### config.mk
export PLATFORM = sky130hd
export DESIGN_NAME = lda_line_drawer
export DESIGN_NICKNAME = d
export VERILOG_FILES = /design/src/lda_pkg.sv /design/src/lda_line_drawer.sv
export SDC_FILE = /design/constraint.sdc
export NUM_CORES = 1
export LEC_CHECK = 0
export BUFFER_PORTS_ARGS = -buffer_cell sky130_fd_sc_hd__buf_4
export CORE_UTILIZATION = 61
export DETAILED_ROUTE_END_ITERATION = 7
export GPL_ROUTABILITY_DRIVEN = 0
export GPL_TIMING_DRIVEN = 0
export HOLD_SLACK_MARGIN = 0.03
export PLACE_DENSITY = 0.82
export SETUP_SLACK_MARGIN = 0.2
export SLEW_MARGIN = 20
export SYNTH_ARGS = -nofsm -noshare
export SYNTH_HDL_FRONTEND = slang
export SYNTH_SLANG_ARGS = --single-unit
export TNS_END_PERCENT = 1
### constraint.sdc
create_clock -name CLOCK_50 -period 7.85 [get_ports CLOCK_50]
set_input_delay 1.57 -clock CLOCK_50 [delete_from_list [all_inputs] [get_ports CLOCK_50]]
set_output_delay 1.57 -clock CLOCK_50 [all_outputs]
set_load 0.01 [all_outputs]
### src/lda_pkg.sv
package lda_pkg;

    // framebuffer geometry, one cell per 8x8 screen block
    localparam int fb_w       = 80;
    localparam int fb_h       = 60;
    localparam int fb_depth   = fb_w * fb_h;      // 4800 cells
    localparam int x_bits     = 7;
    localparam int y_bits     = 6;
    localparam int addr_bits  = 13;
    localparam int color_bits = 3;                // r, g, b one bit each

    // 640x480 at 25 MHz pixel rate
    localparam int h_visible = 640;
    localparam int h_front   = 16;
    localparam int h_sync    = 96;
    localparam int h_back    = 48;
    localparam int h_total   = h_visible + h_front + h_sync + h_back;   // 800
    localparam int v_visible = 480;
    localparam int v_front   = 10;
    localparam int v_sync    = 2;
    localparam int v_back    = 33;
    localparam int v_total   = v_visible + v_front + v_sync + v_back;   // 525
    localparam int scale_shift = 3;               // 8x upscale

    // SW[9:7] field select
    localparam logic [2:0] fld_x0    = 3'd0;
    localparam logic [2:0] fld_y0    = 3'd1;
    localparam logic [2:0] fld_x1    = 3'd2;
    localparam logic [2:0] fld_y1    = 3'd3;
    localparam logic [2:0] fld_color = 3'd4;

    localparam logic [6:0] seg_blank = 7'h7f;     // segments are active low

    typedef struct packed {
        logic [x_bits-1:0]     x0;
        logic [y_bits-1:0]     y0;
        logic [x_bits-1:0]     x1;
        logic [y_bits-1:0]     y1;
        logic [color_bits-1:0] color;
    } line_cmd_t;                                 // 29 bits

    typedef struct packed {
        logic [x_bits-1:0]     x;
        logic [y_bits-1:0]     y;
        logic [color_bits-1:0] color;
    } plot_t;                                     // 16 bits

    typedef struct packed {
        logic                 hs;                 // pin level, low in sync
        logic                 vs;                 // pin level, low in sync
        logic                 blank;              // high outside visible area
        logic [addr_bits-1:0] addr;               // framebuffer read address
    } scan_t;                                     // 16 bits

    // hex digit to active-low seven-segment pattern, segment 0 = a
    function automatic logic [6:0] hex_to_seg(input logic [3:0] d);
        case (d)
            4'h0: return 7'b1000000;
            4'h1: return 7'b1111001;
            4'h2: return 7'b0100100;
            4'h3: return 7'b0110000;
            4'h4: return 7'b0011001;
            4'h5: return 7'b0010010;
            4'h6: return 7'b0000010;
            4'h7: return 7'b1111000;
            4'h8: return 7'b0000000;
            4'h9: return 7'b0010000;
            4'ha: return 7'b0001000;
            4'hb: return 7'b0000011;
            4'hc: return 7'b1000110;
            4'hd: return 7'b0100001;
            4'he: return 7'b0000110;
            default: return 7'b0001110;           // F
        endcase
    endfunction

endpackage

### src/lda_line_drawer.sv
module lda_line_drawer (
    input  logic               CLOCK_50,
    input  logic               rst_n,
    input  lda_pkg::line_cmd_t cmd,
    input  logic               start,
    output logic               plot,
    output lda_pkg::plot_t     pix,
    output logic               busy,
    output logic               done
);

    typedef enum logic [1:0] {
        st_idle,
        st_setup,                              // one cycle to form deltas
        st_draw,                               // one pixel per cycle
        st_done
    } state_t;

    state_t state;

    // current point and target latched on start
    logic [6:0] cur_x, end_x;
    logic [5:0] cur_y, end_y;
    logic [2:0] color;

    logic signed [9:0] dx;                     // |x1-x0|
    logic signed [9:0] dy;                     // -|y1-y0|
    logic signed [9:0] err;
    logic              sx_neg, sy_neg;         // step direction per axis

    logic signed [9:0] ddx, ddy, adx, ady;
    logic signed [9:0] e2;
    logic              step_x, step_y;
    logic              at_end;

    assign ddx = 10'(end_x) - 10'(cur_x);
    assign ddy = 10'(end_y) - 10'(cur_y);
    assign adx = (ddx < 0) ? -ddx : ddx;
    assign ady = (ddy < 0) ? -ddy : ddy;

    assign e2     = err <<< 1;
    assign step_x = (e2 >= dy);
    assign step_y = (e2 <= dx);
    assign at_end = (cur_x == end_x) && (cur_y == end_y);   // both endpoints plotted

    always_ff @(posedge CLOCK_50) begin
        if (!rst_n) begin
            state <= st_idle;
        end else begin
            case (state)
                st_idle, st_done: begin
                    if (start) begin
                        state <= st_setup;
                    end
                end
                st_setup: state <= st_draw;
                st_draw: begin
                    if (at_end) begin
                        state <= st_done;            // done one cycle after last plot
                    end
                end
                default: state <= st_idle;
            endcase
        end
    end

    // latch on start and one Bresenham step per plot
    always_ff @(posedge CLOCK_50) begin
        if ((state == st_idle || state == st_done) && start) begin
            cur_x <= cmd.x0;
            cur_y <= cmd.y0;
            end_x <= cmd.x1;
            end_y <= cmd.y1;
            color <= cmd.color;
        end else if (state == st_setup) begin
            dx     <= adx;
            dy     <= -ady;
            err    <= adx - ady;
            sx_neg <= (ddx < 0);
            sy_neg <= (ddy < 0);
        end else if (state == st_draw && !at_end) begin
            if (step_x) begin
                cur_x <= sx_neg ? cur_x - 7'd1 : cur_x + 7'd1;
            end
            if (step_y) begin
                cur_y <= sy_neg ? cur_y - 6'd1 : cur_y + 6'd1;
            end
            err <= err + (step_x ? dy : 10'sd0) + (step_y ? dx : 10'sd0);
        end
    end

    assign plot = (state == st_draw);
    assign busy = (state == st_setup) || (state == st_draw);
    assign done = (state == st_done);
    assign pix  = '{x: cur_x, y: cur_y, color: color};

endmodule

==> results_dict.tcl <==
set metrics [dict create \
    outcome "completed" \
    vias_per_cell 5.60 \
    diodes 0 \
    cts-resized-gates 0 \
    multiInputGateArea_sq_mm 0.00277 \
    drive_gt1_share_pct 15.0 \
    clk_path_buf_depth 2 \
    worstPathMaxFanout 7 \
    die_h_um 91.5 \
    setup_tns_ns 0 \
    grt_use_total_pct 26.0 \
    clock_skew_ns 0.00967 \
    clock_latency_ns 0.35 \
    n_fill_cell 555 \
    post_cts_buffers 0 \
    critPathBufInv 1 \
    drv_cap 0 \
    hold_buffers 0 \
    hpwl_mm 8.12 \
    r2r_start "err[6]" \
    post_drt_wl_per_cell_um 15.5 \
    critPathKind "reg -> reg" \
    grt_max_degree 26 \
    die_x_um 91.5 \
    syn_area_sq_mm 0.00489 \
    cpLargestDelayFamily "adder cells" \
    drt-total-wl_mm 10.0 \
    ys_seq_area_share_pct 37.7 \
    ys_seq_elements 62 \
    grt_pass1_vias 3693 \
    slowest_delay_ns 0.51 \
    finalNetCount 649 \
    start_kind "register" \
    cts_tree "built" \
    worst_r2r_path_depth 17 \
    drt_iter0_markers 152 \
    start_util_pct 63.2 \
    antenna_found_initial 0 \
    synth_area_leaders "edfxtp_1 (37%), ha_1 (16%), fa_1 (5.7%)" \
    drc 0 \
    layout_commonest_cell "inv_1" \
    maxSlewHeadroom_pct 44.7 \
    clk_pin_slew_worst_paths_ns 0.06 \
    syn_to_final_growth_pct 14.6 \
    final_cell_mix "inv_1 (68), ha_1 (61), edfxtp_1 (60)" \
    rsz0062_at_grt "no" \
    finalSetupViolations 0 \
    yosys_most_used_dff "edfxtp_1" \
    min_to "state[0]" \
    yosysWarningCount 0 \
    hold_depth 1 \
    timing.final.crit_share_pct 61.4 \
    tightest_slew_ns 0.829 \
    hold_class "reg -> reg" \
    io_buffers 50 \
    reg2reg_to "err[7]" \
    worstPathRequired_ns 7.93 \
    rows 32 \
    syn_inst 479 \
    min_from "state[0]" \
    final_max_slew_viol_count 0 \
    grt_pass1_wl_mm 16.6 \
    num_io_pins 51 \
    slowest_stage "fa_1" \
    finalHoldViolations 0 \
    htree_levels 3 \
    clkSinkCount 62 \
    period_minus_slack_ns 4.82 \
    yosysUniqueCellTypes 61 \
    regArea_sq_mm 0.00184 \
    async_flop_share_pct 0 \
    synth_edf_count 60 \
    startpoint "err[6]" \
    yosysTopAreaCell "edfxtp_1" \
    final_antenna_net_count 0 \
    syn_avg_cell_area_sq_um 10.2 \
    first_pass_iters 4 \
    cts_buffers 9 \
    grt-ovfl-total 0 \
    cp_num_cells 17 \
    die_area_sq_mm 0.00837 \
    rrSetupSlack_ns 3.03 \
    ctsRootBufferMaster "clkbuf_8" \
    crit_chain "ha_1 > nand4_1 > a211o_1 > a32o_1 > nor2_1 > nor2_1 > fa_1 > ha_1 > inv_1 > fa_1 > nor2b_1 > o21ai_0 > a21boi_0 > o21a_1 > o21a_1 > o31ai_1 > or3b_2" \
    arrival_ns 4.90 \
    fp.coreArea_sq_mm 0.00773 \
    synth_top_area_share_pct 36.9 \
    critPathCaptureType "register" \
    max_freq_ghz 0.208 \
    vias 3631 \
]
-- cell families (layout without fill, tap and decap cells) --
logic type               count (synthesis)  count (layout)  synth area share, %
AO/OA/AOI/OAI                          109             109                 15.0
other                                    2               3                0.154
multiplexers                             6               6                 1.38
adder cells (fa/ha/maj)                 76              76                 21.6
buffers and inverters                   74             140                 5.74
flip-flops                              62              62                 37.7
AND/OR/NAND/NOR                        115             115                 11.8
XOR/XNOR                                35              35                 6.71
-- metrics by stage --
| step | worst slack (ns) | instance area [sq um] | util (%) | std cells | hold WS, ns |
|---|---|---|---|---|---|
| floorplan | 3.64 | 4890 | - | 480 | 0.553 |
| detailed placement | 3.07 | 5390 | 69.8 | 632 | 0.602 |
| CTS | 3.04 | 5600 | 72.4 | 648 | 0.619 |
| global route | 2.77 | 5600 | 72.5 | 648 | 0.660 |
| finish | 3.03 | 5600 | 72.5 | 648 | 0.621 |
| global placement | 3.10 | 5390 | 69.8 | 632 | 0.569 |
-- synth_stat cells (2+ instances only) --
master / number
o31ai_1: 4
o211ai_1: 4
nand3_1: 12
ha_1: 62
o21ai_1: 2
xor2_1: 13
a21o_2: 3
nand2_1: 22
o21ai_0: 19
nor2_1: 37
clkbuf_1: 4
a21oi_1: 35
o21bai_1: 3
fa_1: 14
a21o_1: 6
a21boi_0: 4
mux2_2: 3
or3_1: 3
nor2b_1: 10
xnor2_1: 20
nor3_1: 5
o211a_1: 2
nor4_1: 2
mux2i_1: 2
and2_1: 9
o21a_1: 9
edfxtp_1: 60
dfxtp_1: 2
nand4_1: 4
inv_1: 68
nand3b_1: 3
conb_1: 2
a211o_1: 3
-- state kept, by name, indices dropped and copies added, names as in the netlist --
register and count:
sx_neg 1, state 2, color 3, sy_neg 1, err 9, dy 10, cur_y 6, end_x 7
dx 10, cur_x 7, end_y 6
-- worst max-delay path by stage --
stage / to / slack [ns]
2_1_floorplan: err[7] / 3.64
3_3_place_gp: err[7] / 3.10
3_5_place_dp: err[7] / 3.07
4_1_cts: err[7] / 3.04
5_1_grt: err[7] / 2.77
6_report: err[7] / 3.03
-- per-layer routing --
layer | GRT usage [%] | routed length [um]
met1 | 30.9 | 4490
met2 | 44.3 | 4840
met3 | 4.94 | 412
met4 | 14.2 | 308
met5 | 0 | 0
-- area by class of cell --
type / count / share of cell area (%)
Timing Repair Buffer: 50 / 6.70
Sequential cell: 62 / 32.9
Multi-Input combinational cell: 344 / 49.5
Clock buffer: 11 / 2.35
Buffer: 4 / 0.268
Inverter: 70 / 4.74
Tap cell: 102 / 2.28
Clock inverter: 5 / 1.32
Power is left out: the tool's default activity adds up to more than one toggle a clock period on the data nets, which glitch-free logic cannot reach.
