===== config.mk =====
export PLATFORM = sky130hd
export DESIGN_NAME = lda_cmd_regs
export DESIGN_NICKNAME = d
export VERILOG_FILES = /design/src/lda_pkg.sv /design/src/lda_cmd_regs.sv
export SDC_FILE = /design/constraint.sdc
export NUM_CORES = 1
export LEC_CHECK = 0
export ABC_CLOCK_PERIOD_IN_PS = 2500
export BUFFER_PORTS_ARGS = -buffer_cell sky130_fd_sc_hd__buf_2
export CORE_AREA = 2 2 52 103
export DETAILED_ROUTE_END_ITERATION = 10
export DIE_AREA = 0 0 54 105
export GPL_TIMING_DRIVEN = 0
export PLACE_DENSITY = 0.86
export RECOVER_POWER = 25
export SLEW_MARGIN = 10
export SYNTH_ARGS = -nofsm -noshare
export SYNTH_HDL_FRONTEND = slang
export SYNTH_SLANG_ARGS = --single-unit

===== constraint.sdc =====
create_clock -name CLOCK_50 -period 2.5 [get_ports CLOCK_50]
set_input_delay 0.25 -clock CLOCK_50 [delete_from_list [all_inputs] [get_ports CLOCK_50]]
set_output_delay 0.25 -clock CLOCK_50 [all_outputs]
set_load 0.05 [all_outputs]

===== src/lda_pkg.sv =====
package lda_pkg;

    // framebuffer geometry, one cell per 8x8 screen block
    localparam int fb_w       = 80;
    localparam int fb_h       = 60;
    localparam int fb_depth   = fb_w * fb_h;      // 4800 cells
    localparam int x_bits     = 7;
    localparam int y_bits     = 6;
    localparam int addr_bits  = 13;
    localparam int color_bits = 3;                // r, g, b one bit each

    // 640x480 at 25 MHz pixel rate
    localparam int h_visible = 640;
    localparam int h_front   = 16;
    localparam int h_sync    = 96;
    localparam int h_back    = 48;
    localparam int h_total   = h_visible + h_front + h_sync + h_back;   // 800
    localparam int v_visible = 480;
    localparam int v_front   = 10;
    localparam int v_sync    = 2;
    localparam int v_back    = 33;
    localparam int v_total   = v_visible + v_front + v_sync + v_back;   // 525
    localparam int scale_shift = 3;               // 8x upscale

    // SW[9:7] field select
    localparam logic [2:0] fld_x0    = 3'd0;
    localparam logic [2:0] fld_y0    = 3'd1;
    localparam logic [2:0] fld_x1    = 3'd2;
    localparam logic [2:0] fld_y1    = 3'd3;
    localparam logic [2:0] fld_color = 3'd4;

    localparam logic [6:0] seg_blank = 7'h7f;     // segments are active low

    typedef struct packed {
        logic [x_bits-1:0]     x0;
        logic [y_bits-1:0]     y0;
        logic [x_bits-1:0]     x1;
        logic [y_bits-1:0]     y1;
        logic [color_bits-1:0] color;
    } line_cmd_t;                                 // 29 bits

    typedef struct packed {
        logic [x_bits-1:0]     x;
        logic [y_bits-1:0]     y;
        logic [color_bits-1:0] color;
    } plot_t;                                     // 16 bits

    typedef struct packed {
        logic                 hs;                 // pin level, low in sync
        logic                 vs;                 // pin level, low in sync
        logic                 blank;              // high outside visible area
        logic [addr_bits-1:0] addr;               // framebuffer read address
    } scan_t;                                     // 16 bits

    // hex digit to active-low seven-segment pattern, segment 0 = a
    function automatic logic [6:0] hex_to_seg(input logic [3:0] d);
        case (d)
            4'h0: return 7'b1000000;
            4'h1: return 7'b1111001;
            4'h2: return 7'b0100100;
            4'h3: return 7'b0110000;
            4'h4: return 7'b0011001;
            4'h5: return 7'b0010010;
            4'h6: return 7'b0000010;
            4'h7: return 7'b1111000;
            4'h8: return 7'b0000000;
            4'h9: return 7'b0010000;
            4'ha: return 7'b0001000;
            4'hb: return 7'b0000011;
            4'hc: return 7'b1000110;
            4'hd: return 7'b0100001;
            4'he: return 7'b0000110;
            default: return 7'b0001110;           // F
        endcase
    endfunction

endpackage


===== src/lda_cmd_regs.sv =====
module lda_cmd_regs (
    input  logic               CLOCK_50,
    input  logic               rst_n,
    input  logic [2:1]         key,
    input  logic [9:0]         sw,
    output lda_pkg::line_cmd_t cmd,
    output logic               start,
    output logic [6:0]         hex_sel,
    output logic [6:0]         hex_hi,
    output logic [6:0]         hex_lo
);

    logic [2:1] key_s1, key_s2, key_s3;   // two-flop sync plus history
    logic [2:1] press;
    logic [2:0] fld;
    logic [6:0] val;
    logic [6:0] val_x;                    // clamped to 0..79
    logic [5:0] val_y;                    // clamped to 0..59
    logic [7:0] sel_val;                  // stored value of the selected field

    assign fld   = sw[9:7];
    assign val   = sw[6:0];
    assign val_x = (val > 7'(lda_pkg::fb_w - 1)) ? 7'(lda_pkg::fb_w - 1) : val;
    assign val_y = (val > 7'(lda_pkg::fb_h - 1)) ? 6'(lda_pkg::fb_h - 1) : val[5:0];

    // keys idle high, press is the synced 1 -> 0 edge
    always_ff @(posedge CLOCK_50) begin
        if (!rst_n) begin
            key_s1 <= '1;
            key_s2 <= '1;
            key_s3 <= '1;
        end else begin
            key_s1 <= key;
            key_s2 <= key_s1;
            key_s3 <= key_s2;
        end
    end

    assign press = key_s3 & ~key_s2;
    assign start = press[2];              // same cycle as a KEY[1] write enable

    // field write on KEY[1], codes 5..7 fall through
    always_ff @(posedge CLOCK_50) begin
        if (!rst_n) begin
            cmd <= '0;
        end else if (press[1]) begin
            case (fld)
                lda_pkg::fld_x0:    cmd.x0    <= val_x;
                lda_pkg::fld_y0:    cmd.y0    <= val_y;
                lda_pkg::fld_x1:    cmd.x1    <= val_x;
                lda_pkg::fld_y1:    cmd.y1    <= val_y;
                lda_pkg::fld_color: cmd.color <= val[2:0];   // low 3 bits only
                default: ;
            endcase
        end
    end

    always_comb begin
        case (fld)
            lda_pkg::fld_x0:    sel_val = {1'b0, cmd.x0};
            lda_pkg::fld_y0:    sel_val = {2'b0, cmd.y0};
            lda_pkg::fld_x1:    sel_val = {1'b0, cmd.x1};
            lda_pkg::fld_y1:    sel_val = {2'b0, cmd.y1};
            lda_pkg::fld_color: sel_val = {5'b0, cmd.color};
            default:            sel_val = 8'h00;             // unused codes show 00
        endcase
    end

    // display lags switches and registers by one cycle
    always_ff @(posedge CLOCK_50) begin
        if (!rst_n) begin
            hex_sel <= lda_pkg::seg_blank;
            hex_hi  <= lda_pkg::seg_blank;
            hex_lo  <= lda_pkg::seg_blank;
        end else begin
            hex_sel <= lda_pkg::hex_to_seg({1'b0, fld});
            hex_hi  <= lda_pkg::hex_to_seg(sel_val[7:4]);
            hex_lo  <= lda_pkg::hex_to_seg(sel_val[3:0]);
        end
    end

endmodule


==> results of run 1 <==
==> flip-flops by register name, summed over array words and instances (netlist names) <==
register and cells:
key_s1 2, hex_sel 7, hex_hi 7, key_s2 2, hex_lo 7, cmd 29, key_s3 2
==> power breakdown <==
part	leakage (uW)	switching [uW]	internal, uW
sequential	0.000460	8.79	919
clock	0.0000410	271	191
combinational	0.000959	167	54.0
total	0.00146	447	1160
==> per-layer routing <==
| metal | global-route usage (%) | up-vias | wire (um) |
|---|---|---|---|
| met2 | 38.4 | 80 | 3090 |
| met1 | 20.9 | 980 | 1990 |
| met3 | 4.71 | 21 | 334 |
| met4 | 12.7 | 0 | 207 |
| met5 | 0 | - | 0 |
| li1 | - | 1047 | - |
==> final timing paths <==
check             slack [ns]            startpoint  cells past startpoint                    to
hold reg to reg         0.41  key_s1[2]$_SDFF_PN1_                      1  key_s2[2]$_SDFF_PN1_
setup / recovery        0.48                 sw[9]                      7  hex_hi[1]$_SDFF_PN1_
setup reg to reg        0.62   cmd[9]$_SDFFE_PN0P_                      7  hex_lo[3]$_SDFF_PN1_
hold / removal          0.11                key[1]                      2  key_s1[1]$_SDFF_PN1_
==> layout by cell type, fill, tap and decap left out, types with 2 or more instances in the layout <==
cell      instances
nor2b_1          13
nor3_1            2
a222oi_1          3
ha_1             15
o21ai_0           9
o31ai_1           2
a21boi_0          2
mux2i_1          13
o211ai_1          4
o221ai_1          2
dfxtp_1          56
a21o_1            3
a22oi_1           7
a21oi_1           5
clkbuf_8          5
inv_1             9
nor2_1           14
buf_2            50
clkbuf_1         30
nand3_1           6
o211a_1          18
nand2_1          36
nand2b_1         11
==> per-stage QoR <==
step                      worst slack, ns  util, %  std cells
after global placement              0.226     58.8        380
after floorplan                     0.514        -        262
after global routing                0.257     59.9        387
after CTS                           0.522     60.4        387
final                               0.483     59.9        387
after detailed placement            0.198     58.8        380
==> final cells by class <==
| cell class | count | area (um2) |
|---|---|---|
| clock buffers | 6 | 72.6 |
| inverters | 9 | 33.8 |
| flip-flops and latches | 56 | 1120 |
| well taps | 57 | 71.3 |
| multi-input cells | 179 | 1250 |
| clock inverters | 1 | 5.00 |
| repair buffers | 61 | 287 |
| fillers | 442 | 1950 |
| plain buffers | 18 | 72.6 |
==> worst reg2reg max path, stage by stage (launching register included) <==
cell and delay (ns):
dfxtp_1 0.34, a222oi_1 0.34, o22a_1 0.35, inv_1 0.10, ha_1 0.23, a32oi_1 0.19, a22o_1 0.17, nand2_1 0.05
==> logic make-up (layout without fill, tap and decap cells) <==
| kind of cell | after synthesis | in the layout |
|---|---|---|
| buffers and inverters | 27 | 95 |
| multiplexers | 14 | 14 |
| AO/OA/AOI/OAI | 65 | 65 |
| adder cells (fa/ha/maj) | 15 | 15 |
| flip-flops | 56 | 56 |
| AND/OR/NAND/NOR | 85 | 85 |
==> reports/qor.yml, run 1 <==
leakage_uw: 0.00146
setup_viol: 0
via_per_inst: 5.50
critPathTopFamily: "buffers and inverters"
synth-adder-area-share_pct: 7.56
async_flop_share_pct: 0
synth_area_leaders: "dfxtp_1 45%, ha_1 7.6%, o211a_1 7.3%"
synth_xor_xnor_area_share_pct: 0
vias: 2128
worstPathRequired_ns: 2.72
row_count: 36
place_area_um2: 2860
status: "finished clean"
max_cap_viol_count: 0
yosysMostFrequentCell: "dfxtp_1"
wl_per_cell_um: 14.5
core_um2: 4860
hold_path.class: "in2reg"
fp.dieH_um: 105
min_period_ns: 2.02
crit_top_cell: "clkbuf_1"
finalNetCount: 359
hold_viol_final: 0
grt_pass1_wl_mm: 9.15
cts_resized: 0
gp_congestion: 0.872
die_w_um: 54
synth_warnings: 0
syn2layout_area_growth_pct: 17.4
yosysUniqueCellTypes: 37
synth_top_family_by_area: "compound AO/OA/AOI/OAI gates"
netlist.area_leader.share_pct: 45.2
critical_path.cell_chain: "clkbuf_1 -> clkbuf_1 -> clkbuf_1 -> a21o_1 -> inv_1 -> ha_1 -> o31ai_1"
synthFlopType: "dfxtp_1"
antenna_found_initial: 0
ys_seq_elements: 56
cts_htree_levels: 2
worst_pin_slew_ns: 0.599
antenna_left: 0
relSlewSlack_pct: 60.2
clock.fmax_mhz: 496
post-route-drc-count: 0
clk_pin_slew_ns: 0.09
irDropWorstVdd_v: 0.000445
io_buffers: 61
whs_ns: 0.109
num_antenna_cells: 0
syn-num-nets: 291
crit_buf_inv: 4
timing.final.max_slew_violations: 0
rsz0062_at_grt: "no"
grt_pass1_vias: 2077
clk_path_buf_depth: 2
cts_setup_buffers: 0
syn_inst: 262
grt_max_degree: 16
arrival_ns: 2.24
totalPowerFinal_uw: 1610
finalClockSkew_ns: 0.0109
dpl.hpwl_mm: 4.34
finalWirelength_mm: 5.63
syn_area_per_cell_um2: 9.47
finalCritPeriodShare_pct: 80.7
cp_slowest_cell: "clkbuf_1"
grtUsageTotal_pct: 21.5
synthSimpleGateAreaFrac_pct: 16.1
cts_root_buf: "clkbuf_8"
synth_edf_count: 0
power_density_nw_per_um2: 553
synth_mux_area_share_pct: 5.70
endpoint_kind: "register"
cts-hold-fix-buffers: 0
start_util_pct: 51.0
drive_gt1_share_pct: 17.9
grt-ovfl-total: 0
start_kind: "input pin"
synth.top_cells.by_count: "56 x dfxtp_1, 36 x nand2_1, 18 x o211a_1, 15 x ha_1, 14 x nor2_1"
fin_setup_tns_ns: 0
drt_iter0_markers: 56
clk_latency_ns: 0.31
ios: 65
synth_compound_area_share_pct: 21.1
max_stage_delay_ns: 0.41
cp_max_fo: 10
dieArea_um2: 5670
cts_tree: "done"
design_area_um2: 2920
netlist_area_um2: 2480
ys_seq_area_share_pct: 45.2
setup.worst_path.class: "in2reg"
first_pass_iters: 5
cts_buffers: 5
cts.sinks: 56
yosys.area.top_type: "dfxtp_1"
(Power assumes the default switching activity.)
==> run 2, diff against run 1 <==
--- a/config.mk
+++ b/config.mk
@@ -5,11 +5,12 @@
 export SDC_FILE = /design/constraint.sdc
 export NUM_CORES = 1
 export LEC_CHECK = 0
-export ABC_CLOCK_PERIOD_IN_PS = 2500
+export ABC_AREA = 1
+export ABC_CLOCK_PERIOD_IN_PS = 1900
 export BUFFER_PORTS_ARGS = -buffer_cell sky130_fd_sc_hd__buf_2
-export CORE_AREA = 2 2 52 103
+export CORE_AREA = 2 2 53 105
 export DETAILED_ROUTE_END_ITERATION = 10
-export DIE_AREA = 0 0 54 105
+export DIE_AREA = 0 0 55 107
 export GPL_TIMING_DRIVEN = 0
 export PLACE_DENSITY = 0.86
 export RECOVER_POWER = 25
==> constraint.sdc (replaced) <==
create_clock -name CLOCK_50 -period 1.9 [get_ports CLOCK_50]
set_input_delay 0.19 -clock CLOCK_50 [delete_from_list [all_inputs] [get_ports CLOCK_50]]
set_output_delay 0.19 -clock CLOCK_50 [all_outputs]
set_load 0.05 [all_outputs]
==> run 2 against run 1 <==
Clock-buffer cell count up 1. Sequential power grew 33%. Largest cell class unchanged. Area after synthesis rose by 4.8%.
==> reports/qor.yml, run 2 <==
status: "finished clean"
highest_layer: "met4"
grt_pass1_wl_mm: 10.6  # +16%
clk_path_buf_depth: 2  # unchanged
max_stage_delay_ns: 0.30  # -0.11 ns
start_util_pct: 51.1  # +0.077 points
row_count: 37  # +2.8%
crit_top_cell: "inv_1"
max_cap_viol_count: 0  # unchanged
irDropWorstVdd_v: 0.000740  # +66%
ys_seq_elements: 56  # unchanged
rr_endpoint: "hex_hi[5]$_SDFF_PN1_"
relSlewSlack_pct: 60.1  # -0.16 points
dp_cells: 432  # +14%
r2r_cells: 6  # -1
worstPathRequired_ns: 2.09  # -0.63 ns
syn_area_per_cell_um2: 8.34  # -12%
dpl.hpwl_mm: 5.01  # +16%
syn2layout_area_growth_pct: 17.7
yosysMostFrequentCell: "dfxtp_1"
worst_pin_slew_ns: 0.602  # +0.00235 ns
fin_setup_tns_ns: 0  # unchanged
setup.worst_path.class: "in2reg"
io_buffers: 62  # +1.6%
post-route-drc-count: 0  # unchanged
antenna_found_initial: 0  # unchanged
wl_met3_um: 339  # +1.5%
syn-num-nets: 341  # +17%
min_to: "key_s1[2]$_SDFF_PN1_"
r2r_slack_ns: 0.16  # -0.46 ns
clk_latency_ns: 0.32  # about the same
reg2reg_from: "cmd[20]$_SDFFE_PN0P_"
rsz0062_at_grt: "no"
wl_met2_mm: 3.62  # +17%
via_per_inst: 5.31  # -3.5%
synth_area_leaders: "dfxtp_1 43%, ha_1 7.2%, nand2_1 6.8%"
start_kind: "input pin"
grtUsageTotal_pct: 25.1  # +3.5 points
final_common_cell: "dfxtp_1"
grt_max_degree: 17  # +1
synthFlopType: "dfxtp_1"
grt-ovfl-total: 0  # unchanged
leakage_uw: 0.00147  # +0.95%
cp_slowest_cell: "nor2_1"
critical_path.cell_chain: "buf_2 -> inv_1 -> ha_1 -> inv_1 -> nor2_8 -> a22o_1 -> nor2_1 -> inv_1 -> ha_1 -> a21oi_1 -> o21ai_0"
yosys.area.top_type: "dfxtp_1"
core_um2: 5090  # +4.7%
timing.final.max_slew_violations: 0  # unchanged
netlist.area_leader.share_pct: 43.1  # -2.1 points
clock.fmax_mhz: 556
dieArea_um2: 5890  # +3.8%
grt_pass1_vias: 2365  # +14%
hold_path.class: "in2reg"
ios: 65  # unchanged
finalWirelength_mm: 6.57  # +17%
cts_root_buf: "clkbuf_8"
largest_register_ffs: 29  # unchanged
cp_max_fo: 7  # -3
finalCritPeriodShare_pct: 94.7
vias: 2335  # +9.7%
min_period_ns: 1.80
die_w_um: 55  # +1.9%
synth_warnings: 0  # unchanged
cts.sinks: 56  # unchanged
wl_met1_mm: 2.21  # +11%
drt_iter0_markers: 61  # +8.9%
hold_start: "key[2]"
cts_buffers: 5  # unchanged
clk_pin_slew_ns: 0.09  # about the same
finalClockSkew_ns: 0.00547  # -0.00544 ns
netlist_area_um2: 2600  # +4.8%
cts_htree_levels: 2  # unchanged
antenna_left: 0  # unchanged
cts-hold-fix-buffers: 0  # unchanged
syn_inst: 312  # +19%
first_pass_iters: 4  # -1
top_register: "cmd"
place_area_um2: 2990  # +4.4%
arrival_ns: 1.99  # -0.25 ns
async_flop_share_pct: 0  # unchanged
synth_edf_count: 0  # unchanged
finalNetCount: 410  # +14%
drive_gt1_share_pct: 28.3  # +10 points
num_antenna_cells: 0  # unchanged
synth.top_cells.by_count: "56 x dfxtp_1, 47 x nand2_1, 34 x o21ai_0, 32 x a21oi_1, 26 x inv_1"
setup_viol: 0  # unchanged
gp_congestion: 0.909  # +4.3%
design_area_um2: 3060  # +5.1%
holdPathStages: 2  # unchanged
hold_viol_final: 0  # unchanged
endpoint_kind: "register"
wl_per_cell_um: 14.9  # +2.7%
power_density_nw_per_um2: 727  # +32%
layout_common_cells: "56 x dfxtp_1, 49 x buf_2, 47 x nand2_1"
finalNonFillerCells: 440  # +14%
fp.dieH_um: 107  # +1.9%
cts_tree: "done"
yosysUniqueCellTypes: 29  # -22%
ys_seq_area_share_pct: 43.1  # -2.1 points
## run 2: layer usage
layer,track usage (%),up-vias
li1,-,1156
met1,24.0,1061
met2,44.1,91
met3,4.74,27
met4,17.4,0
met5,0,-
## run 2: cell families after synthesis
logic type               count (synthesis)  share of synthesized area (%)
buffers and inverters                   44                           7.79
flip-flops                              56                           43.1
AO/OA/AOI/OAI                           80                           17.1
AND/OR/NAND/NOR                        117                           24.8
adder cells (fa/ha/maj)                 15                           7.21
## run 2: through the flow
step | util, % | power, uW | worst slack, ns | hold WS (ns)
finish | 60.2 | 2230 | 0.100 | 0.0610
global route | 60.2 | 2320 | 0.00870 | 0.0462
CTS | 60.5 | 2240 | 0.0607 | 0.0543
detailed placement | 58.6 | 1580 | -0.233 | 0.386
global placement | 58.6 | 1570 | -0.120 | 0.384
floorplan | - | 1490 | 0.193 | 0.297
## run 2: area by class of cell
cell class,count,area [um2]
fill,484,2030
clock buffer,7,86.3
clock inverter,1,7.51
multi-input combinational,212,1280
tap,58,72.6
sequential,56,1120
timing repair buffer,62,294
inverter,34,138
buffer,10,63.8
## run 2: worst max path at each step
stage                              startpoint                    to  depth (start not counted)
after floorplan           cmd[1]$_SDFFE_PN0P_  hex_lo[0]$_SDFF_PN1_                          9
after global placement                  sw[7]  hex_lo[0]$_SDFF_PN1_                         15
after detailed placement                sw[7]  hex_hi[5]$_SDFF_PN1_                         11
after CTS                               sw[7]  hex_hi[5]$_SDFF_PN1_                         11
after global routing                    sw[8]  hex_lo[0]$_SDFF_PN1_                         15
final                                   sw[8]  hex_hi[5]$_SDFF_PN1_                         11
## run 2: report_power, final
group	leakage [uW]	total, uW	internal [uW]	switching (uW)
Combinational	0.000969	322	72.7	250
Sequential	0.000460	1230	1210	13.4
Clock	0.0000445	680	297	383
Total	0.00147	2230	1580	646
## run 2: worst max-delay path: cells and delay by family
| kind | cells | cell delay (ns) |
|---|---|---|
| fa+ha+maj | 2 | 0.36 |
| buf+inv | 4 | 0.44 |
| compound gates | 3 | 0.62 |
| simple gates | 2 | 0.37 |
## run 2: timing repair
item / CTS / global route
setup endpoints to repair: 0 / 3
buffers inserted: 0 / 0
resized for setup: 0 / 1
