<file path="src/lda_pkg.sv">
package lda_pkg;

    // framebuffer geometry, one cell per 8x8 screen block
    localparam int fb_w       = 80;
    localparam int fb_h       = 60;
    localparam int fb_depth   = fb_w * fb_h;      // 4800 cells
    localparam int x_bits     = 7;
    localparam int y_bits     = 6;
    localparam int addr_bits  = 13;
    localparam int color_bits = 3;                // r, g, b one bit each

    // 640x480 at 25 MHz pixel rate
    localparam int h_visible = 640;
    localparam int h_front   = 16;
    localparam int h_sync    = 96;
    localparam int h_back    = 48;
    localparam int h_total   = h_visible + h_front + h_sync + h_back;   // 800
    localparam int v_visible = 480;
    localparam int v_front   = 10;
    localparam int v_sync    = 2;
    localparam int v_back    = 33;
    localparam int v_total   = v_visible + v_front + v_sync + v_back;   // 525
    localparam int scale_shift = 3;               // 8x upscale

    // SW[9:7] field select
    localparam logic [2:0] fld_x0    = 3'd0;
    localparam logic [2:0] fld_y0    = 3'd1;
    localparam logic [2:0] fld_x1    = 3'd2;
    localparam logic [2:0] fld_y1    = 3'd3;
    localparam logic [2:0] fld_color = 3'd4;

    localparam logic [6:0] seg_blank = 7'h7f;     // segments are active low

    typedef struct packed {
        logic [x_bits-1:0]     x0;
        logic [y_bits-1:0]     y0;
        logic [x_bits-1:0]     x1;
        logic [y_bits-1:0]     y1;
        logic [color_bits-1:0] color;
    } line_cmd_t;                                 // 29 bits

    typedef struct packed {
        logic [x_bits-1:0]     x;
        logic [y_bits-1:0]     y;
        logic [color_bits-1:0] color;
    } plot_t;                                     // 16 bits

    typedef struct packed {
        logic                 hs;                 // pin level, low in sync
        logic                 vs;                 // pin level, low in sync
        logic                 blank;              // high outside visible area
        logic [addr_bits-1:0] addr;               // framebuffer read address
    } scan_t;                                     // 16 bits

    // hex digit to active-low seven-segment pattern, segment 0 = a
    function automatic logic [6:0] hex_to_seg(input logic [3:0] d);
        case (d)
            4'h0: return 7'b1000000;
            4'h1: return 7'b1111001;
            4'h2: return 7'b0100100;
            4'h3: return 7'b0110000;
            4'h4: return 7'b0011001;
            4'h5: return 7'b0010010;
            4'h6: return 7'b0000010;
            4'h7: return 7'b1111000;
            4'h8: return 7'b0000000;
            4'h9: return 7'b0010000;
            4'ha: return 7'b0001000;
            4'hb: return 7'b0000011;
            4'hc: return 7'b1000110;
            4'hd: return 7'b0100001;
            4'he: return 7'b0000110;
            default: return 7'b0001110;           // F
        endcase
    endfunction

endpackage

</file>
<file path="src/lda_vga_scan.sv">
module lda_vga_scan (
    input  logic           CLOCK_50,
    input  logic           rst_n,
    output logic           pix_en,
    output lda_pkg::scan_t scan
);

    localparam int hs_start = lda_pkg::h_visible + lda_pkg::h_front;
    localparam int hs_end   = hs_start + lda_pkg::h_sync;
    localparam int vs_start = lda_pkg::v_visible + lda_pkg::v_front;
    localparam int vs_end   = vs_start + lda_pkg::v_sync;

    logic       en_q;                  // 25 MHz enable from 50 MHz
    logic [9:0] h_cnt, v_cnt;
    logic       visible;
    logic [6:0] row, col;              // framebuffer cell of this pixel

    always_ff @(posedge CLOCK_50) begin
        if (!rst_n) begin
            en_q  <= 1'b0;
            h_cnt <= '0;                   // 0,0 is first visible pixel
            v_cnt <= '0;
        end else begin
            en_q <= ~en_q;
            if (en_q) begin
                if (h_cnt == 10'(lda_pkg::h_total - 1)) begin
                    h_cnt <= '0;
                    if (v_cnt == 10'(lda_pkg::v_total - 1)) begin
                        v_cnt <= '0;
                    end else begin
                        v_cnt <= v_cnt + 10'd1;
                    end
                end else begin
                    h_cnt <= h_cnt + 10'd1;
                end
            end
        end
    end

    assign pix_en  = en_q;
    assign visible = (h_cnt < lda_pkg::h_visible) && (v_cnt < lda_pkg::v_visible);

    assign row = 7'(v_cnt >> lda_pkg::scale_shift);
    assign col = 7'(h_cnt >> lda_pkg::scale_shift);

    assign scan.hs    = !((h_cnt >= hs_start) && (h_cnt < hs_end));   // active low
    assign scan.vs    = !((v_cnt >= vs_start) && (v_cnt < vs_end));   // active low
    assign scan.blank = !visible;
    // row*80 = row*64 + row*16, parked at 0 in blanking
    assign scan.addr  = visible ? (13'(row) << 6) + (13'(row) << 4) + 13'(col) : '0;

endmodule

</file>
<file path="config.mk">
export PLATFORM = sky130hd
export DESIGN_NAME = lda_vga_scan
export DESIGN_NICKNAME = d
export VERILOG_FILES = /design/src/lda_pkg.sv /design/src/lda_vga_scan.sv
export SDC_FILE = /design/constraint.sdc
export NUM_CORES = 1
export LEC_CHECK = 0
export BUFFER_PORTS_ARGS = -buffer_cell sky130_fd_sc_hd__clkbuf_2
export CAP_MARGIN = 40
export CORE_AREA = 3 3 57 59
export DETAILED_ROUTE_END_ITERATION = 8
export DIE_AREA = 0 0 60 62
export HOLD_SLACK_MARGIN = 0.02
export PLACE_DENSITY = 0.76
export SETUP_SLACK_MARGIN = 0.2
export SLEW_MARGIN = 0
export SYNTH_ARGS = -nofsm -noshare
export SYNTH_HDL_FRONTEND = slang
export SYNTH_SLANG_ARGS = --single-unit
</file>
<file path="constraint.sdc">
create_clock -name CLOCK_50 -period 3 [get_ports CLOCK_50]
set_input_delay 0.15 -clock CLOCK_50 [delete_from_list [all_inputs] [get_ports CLOCK_50]]
set_output_delay 0.15 -clock CLOCK_50 [all_outputs]
set_load 0.02 [all_outputs]
</file>
==> metrics list, run 1 <==
- The run finished with clean final reports.
* Initial core utilization: 56.7%
* Net Count, Synth: 203
- Ant diodes: 0
- After detailed placement, the design holds a cell count of 224.
* Final nets: 226
- In the final timing run, aggregate negative setup slack is 0 ps.
- Summed over all layers, the global routing overflow is 0.
- Count of distinct cell types in the synthesized netlist: 42
- Synthesis-to-layout area growth: 12.7%
- Summed over all cells, the static leakage comes to 0.000788 uW.
- Clock sink count: 21
* Worst relative slew slack: 73.2%
- CTS built an H-tree with a depth of 1.
- The cell sitting at the root of the clock tree is a clkbuf_4.
* Maximum number of pins on one net before global-route repair: 15
- STA puts the critical path data required time at 2850 ps.
- Synthesis inferred 21 register bits.
* Arrival time at the worst endpoint: 2530 ps
- Cell area power density: 250 nW/um^2
* Clock latency reported for the late side of the worst-skew pair: 310 ps
* Sequential element share of the synthesized area: 26.9%
- The first global-routing pass estimated 5280 um of wire.
- Kind of critical path: reg2out
* Crit path time final: 2680 ps
* Buffer levels on the longest clock path: 2
- Warnings, synthesis: 0
- Overall fraction of global-route tracks in use: 18.8%
* TritonCTS clock tree: yes
- The hold violation total from the final report came to 0.
- The routed layout has 1374 vias.
* Worst stage delay on the critical path: 510 ps
* CP Capture Type: output pin
- Die Area: 3720 sq um
- Walking the worst path, the cells encountered are inv_1 -> fa_1 -> inv_2 -> fa_2 -> a211oi_2 -> o21bai_1 -> a21oi_1 -> mux2i_1 -> buf_4.
- Among all stages on the critical path, the largest delay is contributed by fa_1.
* Proportion of layout cells with a drive suffix above 1: 22.5%
* Residual DRC count: 0
- Worst-path clk slew: 120 ps
- The floorplan step defined a core boundary enclosing 2760 sq um.
* Count of non-filler cells in the finished layout: 235
- Final slew viol count: 0
* Family of cells with the greatest summed delay on the critical path: adder cells
- Top_reg_cell synth: dfxtp_1
- At the pin with the least slew margin, the transition time is 401 ps.
* Number of flops mapped to enable cells by yosys: 0
- Antenna-violating nets left: 0
- Element type at the critical path start: register
- For this design the top-level I/O count stands at 19.
* Finish-stage setup viols: 0
- IR analysis of the VDD net gives a maximum drop of 0.319 mV.
- The number of antenna violations at the first check in global routing came to 0.
- Final estimated routing congestion in global placement: 0.799
- The die is 62 um tall.
* Per-cell via count in the routed design: 5.85
* CTS Buf Count: 3
- Row generation in the floorplan step produced 19 rows.
- Dividing the detail-routed wire length by the instance count gives 13.5 um.
- Counting both buffers and inverters, the worst setup path holds a total of 3.
- Cell area after synthesis: 1560 sq um
- Setup repair after global routing left no endpoint under its margin.
- Hold/Removal Path Class: in2reg
- Die boundary width: 60 um
- Violation count after the first detailed-routing iteration: 64
* Total half-perimeter wirelength after legalization and detailed placement: 2320 um
- Routed Wire Length: 3180 um
* Final worst-path cycle share: 89.4%
* Via count of the first global-routing pass: 1212
- Number of inserted filler cells in the final layout: 235
* Share of flip-flops with an asynchronous set or reset: 0%
- The clock arrives with 2.11 ps of skew.
- In this run the mean area of a mapped cell was 8.59 sq um.
* I/O Buffers: 18
- Count of max-cap constraint violations: 0
* Achievable clock frequency: 373 MHz
- Post-Synthesis Cells: 182
- Critical-path maximum fanout: 6
- Before antenna repair, the detailed router went through 4 iterations.
==> routing by layer <==
| metal | up-vias | GRT usage (%) | part of all wire [%] |
|---|---|---|---|
| met1 | 636 | 22.7 | 46 |
| li1 | 689 | - | - |
| met2 | 39 | 31.5 | 47 |
| met3 | 10 | 3.72 | 4.4 |
| met4 | 0 | 9.81 | 1.8 |
| met5 | - | 0 | 0 |
==> sequential cells by signal, summed over array words and instances, names as in the netlist <==
name and count:
h_cnt 10, v_cnt 10, pix_en 1
==> power breakdown <==
part           total [uW]  internal, uW  switching (uW)
Clock                 137          49.9            87.5
Combinational        16.5          6.97            9.52
Sequential            286           280            5.49
==> metrics by stage <==
| stage | worst slack (ps) | hold WS [ps] | instance area (sq um) | power, uW | util (%) |
|---|---|---|---|---|---|
| 3_3_place_gp | 377 | 488 | 1630 | 310 | 59.3 |
| 6_report | 318 | 168 | 1760 | 440 | 63.8 |
| 2_1_floorplan | 389 | 272 | 1560 | 307 | - |
| 5_1_grt | 192 | 163 | 1760 | 463 | 63.8 |
| 4_1_cts | 210 | 156 | 1710 | 448 | 62.1 |
| 3_5_place_dp | 294 | 494 | 1630 | 311 | 59.3 |
==> timing repair <==
item / 4_1_cts / 5_1_grt
endpoints found under the setup margin: 4 / 4
pin swaps: 2 / 5
setup buffers: 4 / 3
resized for setup: 9 / 8
hold buffers: 0 / 0
==> cell type report <==
| type | count | area, sq um | share of cell area (%) |
|---|---|---|---|
| tap | 31 | 38.8 | 2.20 |
| inverter | 11 | 41.3 | 2.35 |
| sequential | 21 | 432 | 24.5 |
| multi-input combinational | 143 | 1070 | 61.0 |
| clock inverter | 1 | 5.00 | 0.284 |
| clock buffer | 3 | 22.5 | 1.28 |
| timing repair buffer | 25 | 148 | 8.39 |
==> layout by cell type (no fill, tap or decap), types with 3 or more instances in the layout <==
cell type   n
nor2_1     15
ha_1       16
xnor2_1     8
inv_1      10
or4_1       3
clkbuf_2   16
buf_4       9
nand2_1    11
nand3_1     6
dfxtp_2     3
a211oi_2    3
a21oi_1     8
nor3_1      7
xor2_1      3
and2_1      9
or3_1       5
dfxtp_1    16
clkbuf_4    3
o21ai_0     8
nand4_1     6
==> Yosys cell counts (3+ instances only) <==
cell,n,area (sq um)
inv_1,11,41.3
or3_1,5,31.3
a21oi_1,8,40.0
or4_1,3,22.5
xnor2_1,8,70.1
o21ai_0,8,40.0
ha_1,17,213
nand2_1,11,41.3
nand3_1,6,30.0
nor3_1,7,35.0
nor2_1,15,56.3
xor2_1,3,26.3
and2_1,9,56.3
a211oi_1,5,37.5
nand4_1,6,37.5
buf_6,3,33.8
dfxtp_1,21,420
==> final timing paths <==
check | from | end | slack [ps] | depth (start not counted)
max reg2reg | h_cnt[0] | v_cnt[7] | 990 | 5
max | v_cnt[5] | scan[11] | 320 | 9
min reg2reg | v_cnt[1] | v_cnt[1] | 530 | 2
min | rst_n | pix_en | 170 | 2
==> kinds of logic after synthesis <==
logic type | synth area share (%)
XOR/XNOR | 6.17
adder cells (fa/ha/maj) | 16.2
AND/OR/NAND/NOR | 29.5
AO/OA/AOI/OAI | 13.7
multiplexers | 1.28
buffers and inverters | 6.32
flip-flops | 26.9
Power figures use the tool's default switching activity.
==> run 2, diff against run 1 <==
GPL_TIMING_DRIVEN = 0   (was unset)
PLACE_DENSITY = 0.86   (was 0.76)
SKIP_LAST_GASP = 1   (was unset)
==> metrics list, run 2 (synthesis gave the netlist of run 1 again) <==
- The count of boundary I/O pins was 19 (unchanged).
- CTS Root Cell: clkbuf_4
* Final nets: 230 (+1.8%)
- Via count of the first global-routing pass: 1245 (+2.7%)
- Placement-stage cell area: 1690 sq um (+3.5%)
* Met1 Resource Use GR: 22.5% (-0.25 points)
* CTS Buf Count: 3 (unchanged)
- Per-cell via count in the routed design: 5.61 (-4.0%)
- Total net switching power: 104 uW (+1.6%)
* Final slew viol count: 0 (unchanged)
- The clock latency on the worst-skew pair is 310 ps (about the same).
* Combinational group share of total power: 4.5% (+0.8 points)
- Proportion of layout cells with a drive suffix above 1: 24.0% (+1.5 points)
- The setup clock skew after layout was 6.39 ps (+4.28 ps).
- The cell row count was 19 (unchanged).
- The final weighted congestion in routability-driven placement came to 0.929 (+16%).
- The setup TNS after final layout is 0 ps (unchanged).
- Cell area power density: 246 nW/um^2 (-1.4%)
- Achievable clock frequency: 368 MHz (-1.3%)
* Maximum number of pins on one net before global-route repair: 12 (-3)
- The final count of negative-setup-slack endpoints came to 0 (unchanged).
* Violation count after the first detailed-routing iteration: 69 (+7.8%)
- The worst max-slew margin expressed relative to the limit came to 74.2% (+1.0 points).
- Residual DRC count: 0 (unchanged)
- Hold/Removal Path Class: in2reg
* GRT met2 Usage: 32.3% (+0.77 points)
- The post-detailed-routing wire length came to 3190 um (about the same).
* Reg-to-reg startpoint: h_cnt[0]
* Global route hottest layer: met2
* Antenna-violating nets left: 0 (unchanged)
- Compared with the post-synthesis result, the final layout area differs by 15.4%.
- The number of antenna cells inserted came to 0 (unchanged).
- Overall fraction of global-route tracks in use: 18.3% (-0.48 points)
- Startpoint of the lowest-slack hold path: rst_n
* Start point of the critical path: v_cnt[3]
* Core Box Area: 2760 sq um (unchanged)
* Result of the run: finished, final reports clean
- Overall die height: 62 um (unchanged)
- Global-route wire length before repair: 5290 um (+0.13%)
- Worst ir drop on vdd: 0.271 mV (-15%)
* Clock Power Share: 31.7% (+0.5 points)
- The number of buffers added to fix hold violations after cts was 0 (unchanged).
* Count of max-cap constraint violations: 0 (unchanged)
* Data required time at the worst endpoint: 2850 ps (about the same)
- The static leakage is 0.000808 uW (+2.5%).
- The switching share of power came to 23.4% (+0.13 points).
* Total number of vias: 1341 (-2.4%)
* Footprint of the multi-input gates: 1080 sq um (+0.58%)
- The number of detailed-route iterations in the first pass came to 4 (unchanged).
- Initial antenna violation count: 0 (unchanged)
- Total half-perimeter wirelength after legalization and detailed placement: 2270 um (-2.2%)
- CP Capture Type: output pin
* Measured slew at the worst slew-check pin: 387 ps (-14.8 ps)
* Total count of hold-check failures in the final report: 0 (unchanged)
- Clock sink count: 21 (unchanged)
- The minimum clock period came to 2720 ps (+35.1 ps).
* Critical-path maximum fanout: 5 (-1)
- Die Area: 3720 sq um (unchanged)
- Die boundary width: 60 um (unchanged)
* Initial core utilization: 56.7% (unchanged)
- The number of I/O port buffers is 18 (unchanged).
- Summed area of non-filler cells in the final layout: 1800 sq um (+2.4%)
- Highest-count cells in the layout ignoring fill and taps: 16 x ha_1, 16 x dfxtp_1, 15 x clkbuf_2
- The clock-pin slew on the worst setup and hold paths is 120 ps (about the same).
- The sum of overflow across all layers after global routing came to 0 (unchanged).
* Buffer levels on the longest clock path: 2 (unchanged)
- The detailed-route wire length per cell is 13.3 um (-1.6%).
* H-tree depth reported by CTS: 1 (unchanged)
* Element type at the critical path start: register
- Arrival time at the worst endpoint: 2570 ps (+40 ps)
- The final clock period utilization by the worst path was 90.6% (+1.2 points).
- The sequential share of power is 63.8% (-1.2 points).
- The critical path in this run is classified as reg2out.
- TritonCTS clock tree: yes
- The register cell area after layout was 434 sq um (+0.58%).
* Int Pwr: 340 uW (+0.84%)
- Setup repair after global routing left no endpoint under its margin.
* M3 GR Usage: 2.07% (-1.7 points)
- The fill cell total of the finished layout was 247 (+5.1%).
## run 2: cell count changes in the layout (fill, tap and decap cells not counted)
cell / previous run / this run
buf_6: 0 / 3
buf_2: 0 / 2
clkbuf_1: 0 / 2
a21oi_1: 8 / 7
a21oi_2: 0 / 1
buf_4: 9 / 8
clkbuf_2: 16 / 15
clkinv_2: 1 / 0
dfxtp_2: 3 / 2
dfxtp_4: 2 / 3
nor2_1: 15 / 14
nor2_2: 0 / 1
## run 2: timing repair
action / CTS / global route
buffers inserted: 1 / 3
pin swaps: 4 / 2
hold endpoints to repair: 0 / 0
resized for setup: 13 / 8
endpoints found under the setup margin: 4 / 4
## run 2: metal layers
layer,part of all wire (%),up-vias
met3,2.8,2
met1,48,613
li1,-,701
met5,0,-
met2,48,25
met4,0.56,0
## run 2: path summary, 6_finish.rpt
| path | to | slack (ps) | cells after the start |
|---|---|---|---|
| max | scan[12] | 280 | 9 |
| min | h_cnt[6] | 160 | 2 |
| max reg2reg | v_cnt[8] | 1080 | 7 |
| min reg2reg | v_cnt[1] | 520 | 2 |
## run 2: per-stage QoR
step	std cells	hold WS, ps	setup slack (ps)	util, %	total power [uW]
after global routing	239	160	172	65.4	460
after floorplan	182	272	389	-	307
final	239	161	283	65.4	444
after detailed placement	231	478	223	61.3	313
after CTS	236	159	198	63.8	447
after global placement	231	475	267	61.3	312
## run 2: area by class of cell
cell class	instances	area share, %
clock buffers	4	1.46
well taps	31	2.15
flip-flops and latches	21	24.1
multi-input cells	143	59.9
inverters	11	2.29
plain buffers	7	3.19
repair buffers	22	6.94
## run 2: power by group through the flow
| stage | logic (uW) | clock network (uW) | registers, uW |
|---|---|---|---|
| floorplan | 13.5 | 0 | 293 |
| global placement | 19.7 | 0 | 292 |
| detailed placement | 20.1 | 0 | 293 |
| CTS | 20.3 | 143 | 284 |
| global route | 22.6 | 153 | 284 |
| finish | 19.9 | 141 | 284 |
## run 2: worst max-delay path, cell delays in order (launching register included)
cell      delay (ps)
dfxtp_4          380
inv_1             60
fa_1             520
inv_2             60
ha_4             240
a211oi_2         250
nor2_2            80
o31a_1           280
o31a_1           240
buf_2            160
==> run 3, diff against run 2 <==
PLACE_DENSITY = unset   (was 0.86)
PLACE_DENSITY_LB_ADDON = 0.05   (was unset)
==> metrics list, run 3 (synthesis gave the netlist of run 1 again) <==
- Row Count: 19 (unchanged)
- Data required time at the worst endpoint: 2850 ps (about the same)
- Critical-path maximum fanout: 3 (-2)
- Worst relative slew slack: 73.2% (-1.0 points)
- The area of the core was 2760 sq um (unchanged).
- The final max-slew violation count was 0 (unchanged).
- Hold/Removal Path Class: in2reg
* I/O Buffers: 18 (unchanged)
* Worst ir drop on vdd: 0.280 mV (+3.2%)
- The placed cell count came to 231 (unchanged).
- The count of boundary I/O pins is 19 (unchanged).
- Ant diodes: 0 (unchanged)
* Total net switching power: 106 uW (+2.2%)
- The violation count after the first detailed-route iteration was 51 (-26%).
* Total count of hold-check failures in the final report: 0 (unchanged)
- Residual DRC count: 0 (unchanged)
* Proportion of layout cells with a drive suffix above 1: 22.2% (-1.8 points)
* Per-cell via count in the routed design: 5.65 (+0.64%)
- Sum of overflow across all layers after global routing: 0 (unchanged)
- The number of buffers added to fix hold violations after cts was 0 (unchanged).
- CTS Buf Count: 3 (unchanged)
- Via count of the first global-routing pass: 1249 (+0.32%)
* Worst-path clk slew: 130 ps (about the same)
* Int Pwr: 339 uW (-0.32%)
- Leaving out fill and tap cells, the most frequent cell in the layout is ha_1.
* Count of max-cap constraint violations: 0 (unchanged)
- The tree is rooted in a clkbuf_4.
- The setup TNS after final layout came to 0 ps (unchanged).
- Result of the run: finished, final reports clean
* Measured slew at the worst slew-check pin: 402 ps (+15.5 ps)
- The number of detailed-route iterations in the first pass came to 4 (unchanged).
- The pin count of the biggest net entering global routing was 13 (+1).
- Routed Wire Length: 3290 um (+3.3%)
- Routed length per instance: 13.8 um (+3.8%)
- Final nets: 229 (-0.43%)
- TritonCTS clock tree: yes
- Relative to the synthesized area, the layout overhead comes to 13.5%.
* Global-route wire length before repair: 5580 um (+5.6%)
* Highest-count cells in the layout ignoring fill and taps: 17 x ha_1, 16 x dfxtp_1, 16 x clkbuf_2
- Total number of vias: 1344 (+0.22%)
* Arrival time at the worst endpoint: 2690 ps (+120 ps)
* Combinational group share of total power: 4.5% (about the same)
* Clock sink count: 21 (unchanged)
* Crit path time final: 2840 ps (+119 ps)
- Die Area: 3720 sq um (unchanged)
* Overall die height: 62 um (unchanged)
* Antenna-violating nets left: 0 (unchanged)
- The number of cells in the finished layout apart from fillers came to 238 (-0.42%).
- The fraction of power consumed by the clock network was 31.6% (about the same).
* H-tree depth reported by CTS: 1 (unchanged)
- The worst setup path is captured at an output pin.
* Overall fraction of global-route tracks in use: 19.4% (+1.1 points)
- The worst hold slack came to 156 ps (-4.77 ps).
- Final worst-path cycle share: 94.6% (+4.0 points)
- The static leakage came to 0.000807 uW (-0.13%).
- The sequential share of power was 63.9% (about the same).
- Finish-stage setup viols: 0 (unchanged)
- The fill cell total of the finished layout is 258 (+4.5%).
* Skew final: 15.7 ps (+9.35 ps)
* Buffer levels on the longest clock path: 2 (unchanged)
- Setup repair after global routing could not meet its margin everywhere.
* Initial antenna violation count: 0 (unchanged)
- Initial core utilization: 56.7% (unchanged)
* Clock latency reported for the late side of the worst-skew pair: 320 ps (about the same)
- The switching share of power is 23.9% (+0.45 points).
- The timing-limited maximum frequency came to 353 MHz (-4.2%).
- Die boundary width: 60 um (unchanged)
* Total half-perimeter wirelength after legalization and detailed placement: 2370 um (+4.3%)
- The setup path with the least slack is of type reg2out.
- The worst setup path is launched from a register.
* Cell area power density: 251 nW/um^2 (+1.9%)
- The final weighted congestion in routability-driven placement came to 0.891 (-4.1%).
==> run 3: changes by cell type in the layout (fill, tap and decap cells not counted), sizes merged <==
cell / before / now
buf: 13 / 10
clkbuf: 20 / 21
clkinv: 0 / 1
==> run 3: path summary, 6_finish.rpt <==
| check | start | end | slack (ps) | depth (start not counted) |
|---|---|---|---|---|
| worst max-delay path | h_cnt[9] | scan[10] | 160 | 9 |
| worst min-delay path | rst_n | h_cnt[2] | 160 | 2 |
| worst max register to register | h_cnt[0] | v_cnt[8] | 1110 | 7 |
| worst min register to register | v_cnt[1] | v_cnt[1] | 540 | 2 |
==> run 3: power groups by stage <==
stage | combinational [uW] | sequential [uW] | clock, uW
global route | 22.5 | 285 | 157
CTS | 20.7 | 285 | 144
detailed placement | 20.5 | 293 | 0
global placement | 19.6 | 292 | 0
finish | 20.0 | 285 | 141
floorplan | 13.5 | 293 | 0
==> run 3: worst max-delay path, stage by stage, from the launching register on <==
cell	delay, ps
dfxtp_2	350
inv_1	50
fa_1	530
inv_1	60
ha_1	300
a211oi_1	250
nor2_1	120
o31a_1	280
a211oi_2	220
clkbuf_4	200
==> run 3: layout make-up <==
cell class	count	area [sq um]	area share (%)
Timing Repair Buffer	21	118	6.63
Buffer	7	57.6	3.24
Inverter	11	41.3	2.33
Multi-Input combinational cell	143	1060	59.7
Sequential cell	21	432	24.3
Clock inverter	1	5.00	0.282
Tap cell	31	38.8	2.19
Clock buffer	3	22.5	1.27
==> run 3: metal layers <==
| metal | up-vias | routed length (um) | GRT usage [%] |
|---|---|---|---|
| met4 | 0 | 38 | 5.70 |
| met3 | 5 | 148 | 3.31 |
| met2 | 38 | 1570 | 31.9 |
| met5 | - | 0 | 0 |
| li1 | 692 | - | - |
| met1 | 609 | 1540 | 26.0 |
==> run 3: per-stage QoR <==
step | utilization, % | total power (uW) | worst slack (ps) | instance area [sq um]
after floorplan | - | 307 | 389 | 1560
after global placement | 61.3 | 312 | 305 | 1690
after detailed placement | 61.3 | 313 | 189 | 1690
after CTS | 64.3 | 449 | 174 | 1770
after global routing | 64.3 | 464 | 40.7 | 1770
final | 64.3 | 445 | 163 | 1770
==> run 3: timing repair <==
| action | in CTS | in global routing |
|---|---|---|
| pin swaps | 3 | 1 |
| resized for setup | 13 | 1 |
| endpoints found under the setup margin | 4 | 3 |
| buffers inserted | 3 | 0 |
